[src/rtl/lc3b_types.sv]
package lc3b_types;

typedef logic [15:0] lc3b_word;

// LC-3b opcodes in ISA order.
typedef enum logic [3:0] {
	op_br   = 4'h0,
	op_add  = 4'h1,
	op_ldb  = 4'h2,
	op_stb  = 4'h3,
	op_jsr  = 4'h4,
	op_and  = 4'h5,
	op_ldr  = 4'h6,
	op_str  = 4'h7,
	op_rti  = 4'h8,
	op_not  = 4'h9,
	op_ldi  = 4'hA,
	op_sti  = 4'hB,
	op_jmp  = 4'hC,
	op_shf  = 4'hD,
	op_lea  = 4'hE,
	op_trap = 4'hF
} lc3b_opcode;

// One-cycle event strobes, one per counter.
typedef struct packed {
	logic i_cache_hit;
	logic i_cache_miss;
	logic d_cache_hit;
	logic d_cache_miss;
	logic l2_cache_hit;
	logic l2_cache_miss;
	logic branch;
	logic mispredict;
	logic stall;
} perf_events_t;

// Same layout as the events. A set bit zeroes that counter.
typedef struct packed {
	logic i_cache_hit;
	logic i_cache_miss;
	logic d_cache_hit;
	logic d_cache_miss;
	logic l2_cache_hit;
	logic l2_cache_miss;
	logic branch;
	logic mispredict;
	logic stall;
} perf_clear_t;

typedef struct packed {
	lc3b_word i_cache_hits;
	lc3b_word i_cache_misses;
	lc3b_word d_cache_hits;
	lc3b_word d_cache_misses;
	lc3b_word l2_cache_hits;
	lc3b_word l2_cache_misses;
	lc3b_word total_branches;
	lc3b_word mispredictions;
	lc3b_word total_stalls;
} perf_counts_t;

localparam int NUM_COUNTERS = 9;

// Counter window at the top of the address space.
localparam lc3b_word ADDR_I_CACHE_HITS   = 16'hFFFF;
localparam lc3b_word ADDR_I_CACHE_MISSES = 16'hFFFE;
localparam lc3b_word ADDR_D_CACHE_HITS   = 16'hFFFD;
localparam lc3b_word ADDR_D_CACHE_MISSES = 16'hFFFC;
localparam lc3b_word ADDR_L2_CACHE_HITS  = 16'hFFFB;
localparam lc3b_word ADDR_L2_CACHE_MISSES = 16'hFFFA;
localparam lc3b_word ADDR_TOTAL_BRANCHES = 16'hFFF9;
localparam lc3b_word ADDR_MISPREDICTIONS = 16'hFFF8;
localparam lc3b_word ADDR_TOTAL_STALLS   = 16'hFFF7;

endpackage : lc3b_types

[src/rtl/perf_event_capture.sv]
`timescale 1ns/100ps

module perf_event_capture
(
	input logic clk,
	input logic reset,
	input logic i_cache_access,
	input logic i_cache_hit,
	input logic d_cache_access,
	input logic d_cache_hit,
	input logic l2_access,
	input logic l2_hit,
	input logic branch_resolved,
	input logic mispredict,
	input logic stall,

	output lc3b_types::perf_events_t events
);

import lc3b_types::*;

perf_events_t decoded;

always_comb begin
	// Hit level only counts alongside its access strobe.
	decoded.i_cache_hit = i_cache_access & i_cache_hit;
	decoded.i_cache_miss = i_cache_access & ~i_cache_hit;

	decoded.d_cache_hit = d_cache_access & d_cache_hit;
	decoded.d_cache_miss = d_cache_access & ~d_cache_hit;

	decoded.l2_cache_hit = l2_access & l2_hit;
	decoded.l2_cache_miss = l2_access & ~l2_hit;

	decoded.branch = branch_resolved;
	decoded.mispredict = branch_resolved & mispredict; // Valid with the strobe.

	decoded.stall = stall; // Every stalled cycle.
end

// One cycle of latency into the bank.
always_ff @(posedge clk) begin
	if (reset)
		events <= '0;
	else
		events <= decoded;
end

endmodule : perf_event_capture

[src/rtl/perf_counter_bank.sv]
`timescale 1ns/100ps

module perf_counter_bank
(
	input logic clk,
	input logic reset,
	input lc3b_types::perf_events_t events,
	input lc3b_types::perf_clear_t clears,

	output lc3b_types::perf_counts_t counts
);

import lc3b_types::*;

logic [NUM_COUNTERS-1:0] event_bits;
logic [NUM_COUNTERS-1:0] clear_bits;
lc3b_word count_regs [NUM_COUNTERS];

// Index 0 is i-cache hits, index 8 is stalls.
assign event_bits = {
	events.stall,
	events.mispredict,
	events.branch,
	events.l2_cache_miss,
	events.l2_cache_hit,
	events.d_cache_miss,
	events.d_cache_hit,
	events.i_cache_miss,
	events.i_cache_hit
};

assign clear_bits = {
	clears.stall,
	clears.mispredict,
	clears.branch,
	clears.l2_cache_miss,
	clears.l2_cache_hit,
	clears.d_cache_miss,
	clears.d_cache_hit,
	clears.i_cache_miss,
	clears.i_cache_hit
};

// Clear beats a coincident event.
always_ff @(posedge clk) begin
	for (int i = 0; i < NUM_COUNTERS; i++) begin
		if (reset || clear_bits[i])
			count_regs[i] <= '0;
		else if (event_bits[i])
			count_regs[i] <= count_regs[i] + 16'd1; // Wraps at FFFF.
	end
end

always_comb begin
	counts.i_cache_hits = count_regs[0];
	counts.i_cache_misses = count_regs[1];
	counts.d_cache_hits = count_regs[2];
	counts.d_cache_misses = count_regs[3];
	counts.l2_cache_hits = count_regs[4];
	counts.l2_cache_misses = count_regs[5];
	counts.total_branches = count_regs[6];
	counts.mispredictions = count_regs[7];
	counts.total_stalls = count_regs[8];
end

endmodule : perf_counter_bank

[src/rtl/mmio_counters.sv]
`timescale 1ns/100ps

module mmio_counters
(
	input lc3b_types::lc3b_opcode opcode,
	input lc3b_types::lc3b_word mem_address,
	input lc3b_types::lc3b_word mem_rdata,
	input lc3b_types::perf_counts_t counts,

	output lc3b_types::perf_clear_t clears,
	output lc3b_types::lc3b_word cpu_rdata
);

import lc3b_types::*;

logic is_ldi;
logic is_sti;

assign is_ldi = (opcode == op_ldi);
assign is_sti = (opcode == op_sti);

// Store to a counter address clears it.
always_comb begin
	clears = '0;

	if (is_sti) begin
		case (mem_address)
			ADDR_I_CACHE_HITS:
				clears.i_cache_hit = 1'b1;

			ADDR_I_CACHE_MISSES:
				clears.i_cache_miss = 1'b1;

			ADDR_D_CACHE_HITS:
				clears.d_cache_hit = 1'b1;

			ADDR_D_CACHE_MISSES:
				clears.d_cache_miss = 1'b1;

			ADDR_L2_CACHE_HITS:
				clears.l2_cache_hit = 1'b1;

			ADDR_L2_CACHE_MISSES:
				clears.l2_cache_miss = 1'b1;

			ADDR_TOTAL_BRANCHES:
				clears.branch = 1'b1;

			ADDR_MISPREDICTIONS:
				clears.mispredict = 1'b1;

			ADDR_TOTAL_STALLS:
				clears.stall = 1'b1;

			default: begin
				clears = '0; // Outside the window.
			end
		endcase
	end
end

// Load from a counter address returns the count.
always_comb begin
	cpu_rdata = mem_rdata;

	if (is_ldi) begin
		case (mem_address)
			ADDR_I_CACHE_HITS:
				cpu_rdata = counts.i_cache_hits;

			ADDR_I_CACHE_MISSES:
				cpu_rdata = counts.i_cache_misses;

			ADDR_D_CACHE_HITS:
				cpu_rdata = counts.d_cache_hits;

			ADDR_D_CACHE_MISSES:
				cpu_rdata = counts.d_cache_misses;

			ADDR_L2_CACHE_HITS:
				cpu_rdata = counts.l2_cache_hits;

			ADDR_L2_CACHE_MISSES:
				cpu_rdata = counts.l2_cache_misses;

			ADDR_TOTAL_BRANCHES:
				cpu_rdata = counts.total_branches;

			ADDR_MISPREDICTIONS:
				cpu_rdata = counts.mispredictions;

			ADDR_TOTAL_STALLS:
				cpu_rdata = counts.total_stalls;

			default: begin
				cpu_rdata = mem_rdata; // Normal memory data.
			end
		endcase
	end
end

endmodule : mmio_counters

[src/rtl/perf_monitor_top.sv]
`timescale 1ns/100ps

module perf_monitor_top
(
	input logic clk,
	input logic reset,

	input logic i_cache_access,
	input logic i_cache_hit,
	input logic d_cache_access,
	input logic d_cache_hit,
	input logic l2_access,
	input logic l2_hit,
	input logic branch_resolved,
	input logic mispredict,
	input logic stall,

	input lc3b_types::lc3b_opcode opcode,
	input lc3b_types::lc3b_word mem_address,
	input lc3b_types::lc3b_word mem_rdata,

	output lc3b_types::lc3b_word cpu_rdata
);

import lc3b_types::*;

perf_events_t events;
perf_clear_t clears;
perf_counts_t counts;

perf_event_capture perf_event_capture_inst (
	.clk(clk),
	.reset(reset),
	.i_cache_access(i_cache_access),
	.i_cache_hit(i_cache_hit),
	.d_cache_access(d_cache_access),
	.d_cache_hit(d_cache_hit),
	.l2_access(l2_access),
	.l2_hit(l2_hit),
	.branch_resolved(branch_resolved),
	.mispredict(mispredict),
	.stall(stall),
	.events(events)
);

perf_counter_bank perf_counter_bank_inst (
	.clk(clk),
	.reset(reset),
	.events(events),
	.clears(clears),
	.counts(counts)
);

mmio_counters mmio_counters_inst (
	.opcode(opcode),
	.mem_address(mem_address),
	.mem_rdata(mem_rdata),
	.counts(counts),
	.clears(clears),
	.cpu_rdata(cpu_rdata)
);

endmodule : perf_monitor_top

[config.mk]
export PLATFORM = sky130hd
export DESIGN_NAME = perf_monitor_top
export DESIGN_NICKNAME = d
export VERILOG_FILES = /design/src/rtl/lc3b_types.sv /design/src/rtl/perf_event_capture.sv /design/src/rtl/perf_counter_bank.sv /design/src/rtl/mmio_counters.sv /design/src/rtl/perf_monitor_top.sv
export SDC_FILE = /design/constraint.sdc
export NUM_CORES = 1
export LEC_CHECK = 0
export BUFFER_PORTS_ARGS = -buffer_cell sky130_fd_sc_hd__buf_2
export CORE_MARGIN = 2
export CORE_UTILIZATION = 45
export CTS_BUF_LIST = sky130_fd_sc_hd__clkbuf_4
export DETAILED_ROUTE_END_ITERATION = 7
export MAX_ROUTING_LAYER = met4
export PLACE_DENSITY_LB_ADDON = 0.1
export SLEW_MARGIN = 20
export SYNTH_ARGS = -nofsm -noshare
export SYNTH_HDL_FRONTEND = slang
export SYNTH_SLANG_ARGS = --single-unit
[constraint.sdc]
create_clock -name clk -period 4.55 [get_ports clk]
set_clock_uncertainty 0.1 [all_clocks]
set_input_delay 0 -clock clk [delete_from_list [all_inputs] [get_ports clk]]
set_output_delay 0 -clock clk [all_outputs]
set_load 0.005 [all_outputs]
# Word level (Yosys, flattened, before mapping)
# Memories as Yosys holds them, arrays and structs flattened.
# Index checks and enable logic that the tools add are counted.
totals:
  mem_bits_rw: 144
  out_inout_bits: 16
  wordCells: 124
  inputBits: 47
  register_bits: 9
  n_memories: 1
classes:
  n_eq_ne: 11
  n_mux: 66
  n_reduce_logical: 9
  bitwise_logic: 19
  addsub: 9
memory_table:
  columns: ["name", "depth", "width", "rd", "rd_clocked_by_memory_dff", "wr", "line", "text"]
  rows:
  - ["perf_counter_bank_inst.count_regs", 9, 16, 9, 0, 9, "perf_counter_bank.sv:17", "lc3b_word count_regs [NUM_COUNTERS];"]
ops:
  columns: ["cell", "n"]
  rows:
  - ["$mux W16", 10]
  - ["$add A16 B1 Y16 const B", 9]
  - ["$eq A16 B16 Y1 const B", 9]
  - ["$pmux W16 S9", 1]
  - ["$mux W1", 54]
  - ["$logic_or A1 B1 Y1", 9]
  - ["$mux W9", 1]
  - ["$or A1 B1 Y1", 9]
  - ["$eq A4 B4 Y1 const B", 2]
  - ["$and A1 B1 Y1", 7]
  - ["$not A1 Y1", 3]

# Depth between registers and ports, before layout
# Gate-level depths: netlist of run 1.
depth:
  word_depth: 7
  ltp_mapped: 7

# Hierarchy
# Synthesis of run 1 repeated with hierarchy kept, for this count alone.
hier_totals:
  hier_cells: 893
  area_unflattened_um2: 9323.9
by_module_without_submodules:
  columns: ["mod", "area_per_inst_um2", "instances", "seq_area_each_um2", "cells_per_inst"]
  rows:
  - ["perf_counter_bank", 7552.2, 1, 4324.1, 699]
  - ["mmio_counters", 1521.5, 1, 0.0, 176]
  - ["perf_event_capture", 250.2, 1, 180.2, 18]

# Worst setup path after synthesis of run 1
# No wires, ideal clock.
synth_path:
  kind: "input port to flip-flop"
  startpoint: "input port mem_address[11]"
  endpoint: "memory perf_counter_bank_inst.count_regs[6][0] in the netlist's numbering (enable)"
  t_arrival_ns: 1.496
  stages: 5
  setup_ns: 0.375
  path_slack_ns: 2.580
  required_ns: 4.075
  cell_sequence: "nand4_2 buf_4 nor4_4 a31oi_1 nand2b_1"
synth_lines:
  columns: ["element", "line", "text"]
  rows:
  - ["from (decl)", "perf_monitor_top.sv:19", "input lc3b_types::lc3b_word mem_address,"]
  - ["to (decl)", "perf_counter_bank.sv:17", null]

==> results.py, run 1 <==
metrics = {
    "outcome": {
        "status": "finished, final reports clean",
    },
    "critical_path": {
        "reg2reg_to": "perf_counter_bank_inst.count_regs[0][12]",
        "crit_end": "cpu_rdata[5]",
        "start_kind": "register",
        "r2r_slack_ns": 2.59,
        "worstPathArrival_ns": 2.59,
        "worstPathMaxFanout": 5,
        "r2r.worst_path.cells": 6,
        "crit_required_ns": 4.45,
        "startpoint": "perf_counter_bank_inst.count_regs[1][5]",
        "endpoint_kind": "output port",
        "critical_path_class": "register to output port",
        "reg2reg_from": "perf_counter_bank_inst.count_regs[0][0]",
    },
    "synth": {
        "syn_area_per_cell_um2": 10.4,
        "synth_cells": 882,
        "synthArstFlopShare_pct": 0,
        "syn_nets": 938,
        "synthFlopType": "edfxtp_1",
        "synth-seq-cells": 153,
        "synth_cell_types": 51,
        "synth_edf_count": 144,
        "ys_warn_count": 0,
        "synth_area_um2": 9190,
        "ys_seq_area_share_pct": 49.0,
    },
    "grt": {
        "busiest_layer": "met2",
        "grtUsageMet3_pct": 5.22,
        "grt_util_met2_pct": 36.3,
        "grtUsageMet1_pct": 31.6,
        "track_usage_pct": 23.7,
        "grt_pass1_vias": 6501,
        "grt_antenna_before_repair": 1,
        "grt_max_degree": 46,
        "grt_pass1_wl_mm": 37.6,
        "grt-ovfl-total": 0,
    },
    "clock_network": {
        "path_clk_slew_ns": 0.14,
        "ctsRootBufferMaster": "clkbuf_4",
        "cts_num_sinks": 153,
        "cts-htree-levels": 4,
        "numCtsBuffers": 17,
        "clkLatencyLatePin_ns": 0.55,
        "clock_path_buffers": 2,
        "cts_tree": "done",
        "post_cts_buffers": 0,
    },
    "floorplan": {
        "fp.dieArea_um2": 21600,
        "num_io_pins": 63,
        "fp.dieH_um": 147,
        "fp-row-count": 52,
        "start_util_pct": 45.6,
        "dieWidth_um": 147,
        "core_um2": 20200,
    },
    "sta": {
        "tightest_slew_ns": 0.909,
        "slew_headroom_pct": 39.3,
        "rsz0062_at_grt": "no",
        "setup_ws_ns": 1.86,
        "period_minus_slack_ns": 2.69,
        "drv_slew": 0,
        "timing.setup.tns_ns": 0,
        "post-route-period-util_pct": 59.1,
        "fmax_ghz": 0.372,
        "finalHoldViolCount": 0,
        "setup-violations-final": 0,
    },
    "detailed_routing": {
        "wl_per_cell_um": 19.9,
        "drc": 0,
        "vias": 6965,
        "wirelength_mm": 24.6,
        "drt-initial-drc-count": 578,
        "viasPerCell": 5.64,
        "final_antenna_net_count": 0,
        "first_pass_iters": 5,
    },
    "power_and_ir_drop": {
        "p_per_area_nw_per_um2": 286,
        "p_total_uw": 2910,
        "p_leak_uw": 0.00350,
        "ir_worst_vdd_mv": 0.166,
    },
    "place": {
        "place_ws_ns": 1.78,
        "port_buffers": 62,
        "place_congestion": 0.841,
        "dp_hpwl_mm": 18.2,
    },
    "final_layout": {
        "syn_to_final_growth_pct": 10.6,
        "final_cell_mix": "nor2_1, edfxtp_1, xor2_1",
        "nFillCells": 1914,
        "num-nets-final": 1007,
        "drive_gt1_share_pct": 14.0,
        "final_util_pct": 50.4,
        "final_common_cell": "nor2_1",
    },
    "run": {
        "maxCapViolCount": 0,
    },
    "worst_hold_path": {
        "min-delay-start": "reset",
        "hp-class": "input pin to register",
    },
}
stage by stage:
stage | cell area [um^2] | instances | hold WS [ns]
floorplan | 9190 | 882 | -0.0242
finish | 10200 | 1235 | 0.136
global route | 10200 | 1235 | 0.126
CTS | 10200 | 1234 | 0.0830
detailed placement | 9680 | 1183 | 0.0763
global placement | 9680 | 1183 | 0.0800
flip-flops by register name, indices dropped and copies added, names as in the netlist:
name and cells:
perf_event_capture_inst.events 9, perf_counter_bank_inst.count_regs 144
critical path: stages, from the launching register on:
cell and delay, ns:
edfxtp_1 0.52, mux2i_1 0.22, o2bb2ai_1 0.18, a22o_1 0.30, a221oi_1 0.52, o21ai_0 0.14
buf_2 0.16
how the worst min path moves through the flow:
stage	to	slack, ns	depth (start not counted)
floorplan	perf_event_capture_inst.events[3]	-0.02	1
global placement	perf_event_capture_inst.events[3]	0.08	2
detailed placement	perf_event_capture_inst.events[3]	0.08	2
CTS	perf_counter_bank_inst.count_regs[8][1]	0.08	3
global route	perf_counter_bank_inst.count_regs[8][1]	0.13	3
finish	perf_counter_bank_inst.count_regs[8][1]	0.14	3
Yosys cell counts (all sizes together) (14+ instances only):
master    n  share of area, %
a21oi    18               1.0
a221oi   14               1.3
a22o     22               2.1
and3     22               1.5
buf      20               1.4
edfxtp  144                47
mux2     20               2.5
mux2i    15               1.6
nand2    62               2.6
nand3    53               2.9
nand4    26               2.2
nor2    175               7.1
nor3     16              0.87
nor4     17               2.4
o21ai    15              0.82
xnor2    58               5.5
xor2     67               6.4
power by group:
| group | internal, uW | switching (uW) | leakage, uW |
|---|---|---|---|
| combinational | 113 | 151 | 0.00175 |
| sequential | 1620 | 105 | 0.00159 |
| clock | 382 | 533 | 0.000162 |
final cells by class:
| class | count | area [um^2] | share of cell area [%] |
|---|---|---|---|
| Antenna cell | 1 | 2.50 | 0.0246 |
| Clock buffer | 17 | 128 | 1.25 |
| Clock inverter | 15 | 173 | 1.70 |
| Inverter | 12 | 45.0 | 0.443 |
| Multi-Input combinational cell | 685 | 4470 | 44.0 |
| Sequential cell | 153 | 4500 | 44.3 |
| Tap cell | 270 | 338 | 3.32 |
| Timing Repair Buffer | 82 | 508 | 5.00 |
cells by family (layout without fill, tap and decap cells):
logic type,count (synthesis),after routing,share of synthesized area (%)
XOR/XNOR,125,125,11.9
flip-flops,153,153,49.0
other,0,1,0
AND/OR/NAND/NOR,425,425,24.0
multiplexers,37,37,4.57
adder cells (fa/ha/maj),9,9,1.23
buffers and inverters,44,126,2.35
AO/OA/AOI/OAI,89,89,6.97
routing by layer:
layer | vias to the layer above | wire, um
met1 | 3367 | 11100
met2 | 205 | 11400
met3 | 39 | 1400
li1 | 3354 | -
met5 | - | 0
met4 | 0 | 684
timing repair:
| action | CTS | global route |
|---|---|---|
| hold buffers | 19 | 0 |
| resized for setup | 0 | 0 |
| hold endpoints to repair | 9 | 0 |
Power figures use the tool's default switching activity.
==> run 2: changes to the inputs <==
Clock period 4.55 ns to 2.51 ns, I/O delays scaled along.
==> results.py, run 2 (same netlist as run 1, synthesis figures left out) <==
metrics = {
    "clock_network": {
        "cts-htree-levels": 4,
        "cts_tree": "done",
        "path_clk_slew_ns": 0.14,
        "clkLatencyLatePin_ns": 0.57,
        "ctsRootBufferMaster": "clkbuf_4",
        "cts_num_sinks": 153,
        "clock_path_buffers": 2,
        "numCtsBuffers": 17,
    },
    "detailed_routing": {
        "wirelength_mm": 24.9,
        "top_layer": "met4",
        "wl_met1_mm": 11.3,
        "vias": 7039,
        "final_antenna_net_count": 0,
        "viasPerCell": 5.50,
        "wl_met3_mm": 1.51,
        "drc": 0,
        "wl_per_cell_um": 19.4,
        "wl_met2_mm": 11.5,
        "drt-initial-drc-count": 558,
        "first_pass_iters": 6,
    },
    "grt": {
        "grt_pass1_wl_mm": 38.6,
        "grt_max_degree": 23,
        "grt_antenna_before_repair": 1,
        "grt_pass1_vias": 6743,
        "grt-ovfl-total": 0,
        "track_usage_pct": 24.2,
    },
    "sta": {
        "setup_ws_ns": 0.108,
        "setup-violations-final": 0,
        "finalHoldViolCount": 0,
        "tightest_slew_ns": 0.719,
        "post-route-period-util_pct": 95.7,
        "slew_headroom_pct": 51.7,
        "period_minus_slack_ns": 2.40,
        "drv_slew": 0,
        "rsz0062_at_grt": "no",
        "fmax_ghz": 0.416,
        "timing.setup.tns_ns": 0,
    },
    "worst_hold_path": {
        "whs_path_depth": 3,
        "min_to": "perf_counter_bank_inst.count_regs[5][1]",
        "min-delay-start": "reset",
        "hp-class": "input pin to register",
    },
    "power_and_ir_drop": {
        "p_per_area_nw_per_um2": 509,
        "seq_power_share_pct": 57.9,
        "power_frac_clock_pct": 32.2,
        "p_leak_uw": 0.00376,
        "p_int_uw": 3980,
        "power_switching_share_pct": 26.1,
        "ir_worst_vdd_mv": 0.396,
        "switching_power_uw": 1410,
        "pwr-share-comb_pct": 9.9,
    },
    "floorplan": {
        "num_io_pins": 63,
        "core_um2": 20200,
        "fp-row-count": 52,
        "fp.dieH_um": 147,
        "dieWidth_um": 147,
        "fp.dieArea_um2": 21600,
        "start_util_pct": 45.6,
    },
    "final_layout": {
        "final_cell_mix": "nor2_1, edfxtp_1, xor2_1",
        "num-nets-final": 1053,
        "drive_gt1_share_pct": 18.5,
        "largest_reg_flops": 144,
        "final_util_pct": 52.5,
        "syn_to_final_growth_pct": 15.2,
        "top_register": "perf_counter_bank_inst.count_regs",
        "reg_top3": "perf_counter_bank_inst.count_regs x144, perf_event_capture_inst.events x9",
        "final_common_cell": "nor2_1",
    },
    "place": {
        "dp_hpwl_mm": 18.5,
        "place_ws_ns": 0.362,
        "port_buffers": 62,
        "place_congestion": 0.904,
    },
    "critical_path": {
        "worstPathArrival_ns": 2.30,
        "reg2reg_from": "perf_counter_bank_inst.count_regs[0][7]",
        "worstPathMaxFanout": 3,
        "r2r.worst_path.cells": 6,
        "reg2reg_to": "perf_counter_bank_inst.count_regs[0][15]",
        "start_kind": "register",
        "critical_path_class": "register to output port",
        "crit_required_ns": 2.41,
        "r2r_slack_ns": 0.53,
        "endpoint_kind": "output port",
    },
    "run": {
        "maxCapViolCount": 0,
    },
    "outcome": {
        "status": "finished, final reports clean",
    },
}
==> run 2: repair_timing <==
action                                 CTS  global route
endpoints found under the hold margin    9             0
resized for setup                        1             7
setup buffers                            0            10
hold buffers                            19             0
setup endpoints to repair                1             7
==> run 2: power groups by stage <==
stage	Sequential (uW)	Clock (uW)	Combinational, uW
2_1_floorplan	3100	0	319
3_3_place_gp	3180	0	493
3_5_place_dp	3170	0	495
4_1_cts	3120	1780	518
5_1_grt	3140	1870	579
6_report	3120	1740	532
==> run 2: metrics by stage <==
step                      hold slack [ns]  instance area [um^2]  std cells  total power (uW)
after floorplan                   -0.0242                  9190        882              3420
after global placement             0.0746                  9970       1219              3670
after detailed placement           0.0746                  9970       1219              3670
after CTS                          0.0590                 10500       1269              5410
after global routing               0.0588                 10600       1280              5590
final                              0.0846                 10600       1280              5390
==> run 2: area by class of cell <==
type                    count  area (um^2)
clock buffers              19          143
diodes                      1         2.50
clock inverters            12          176
well taps                 270          338
flip-flops and latches    153         4500
multi-input cells         685         4510
fillers                  1861         9580
repair buffers            128          878
inverters                  12         45.0
==> run 2: metal layers <==
layer	vias up	GRT usage (%)
met3	29	4.32
met5	-	-
met1	3365	32.8
li1	3444	-
met4	0	7.64
met2	201	37.4
==> run 2: how the worst max path moves through the flow <==
stage	startpoint	end	slack, ns	cells after the start
after floorplan	mem_address[11]	perf_counter_bank_inst.count_regs[6][0]	0.54	5
after global placement	mem_address[0]	cpu_rdata[6]	0.42	8
after detailed placement	mem_address[5]	perf_counter_bank_inst.count_regs[3][4]	0.36	7
after CTS	perf_counter_bank_inst.count_regs[2][7]	cpu_rdata[7]	0.03	5
after global routing	perf_counter_bank_inst.count_regs[5][10]	cpu_rdata[10]	0.01	5
final	perf_counter_bank_inst.count_regs[0][14]	cpu_rdata[14]	0.11	5
==> run 2: worst max-delay path: stages, from the launching register on <==
cell and delay [ns]:
edfxtp_1 0.46, mux2i_1 0.36, nor2b_1 0.09, a222oi_1 0.55, a21oi_1 0.14, buf_2 0.15
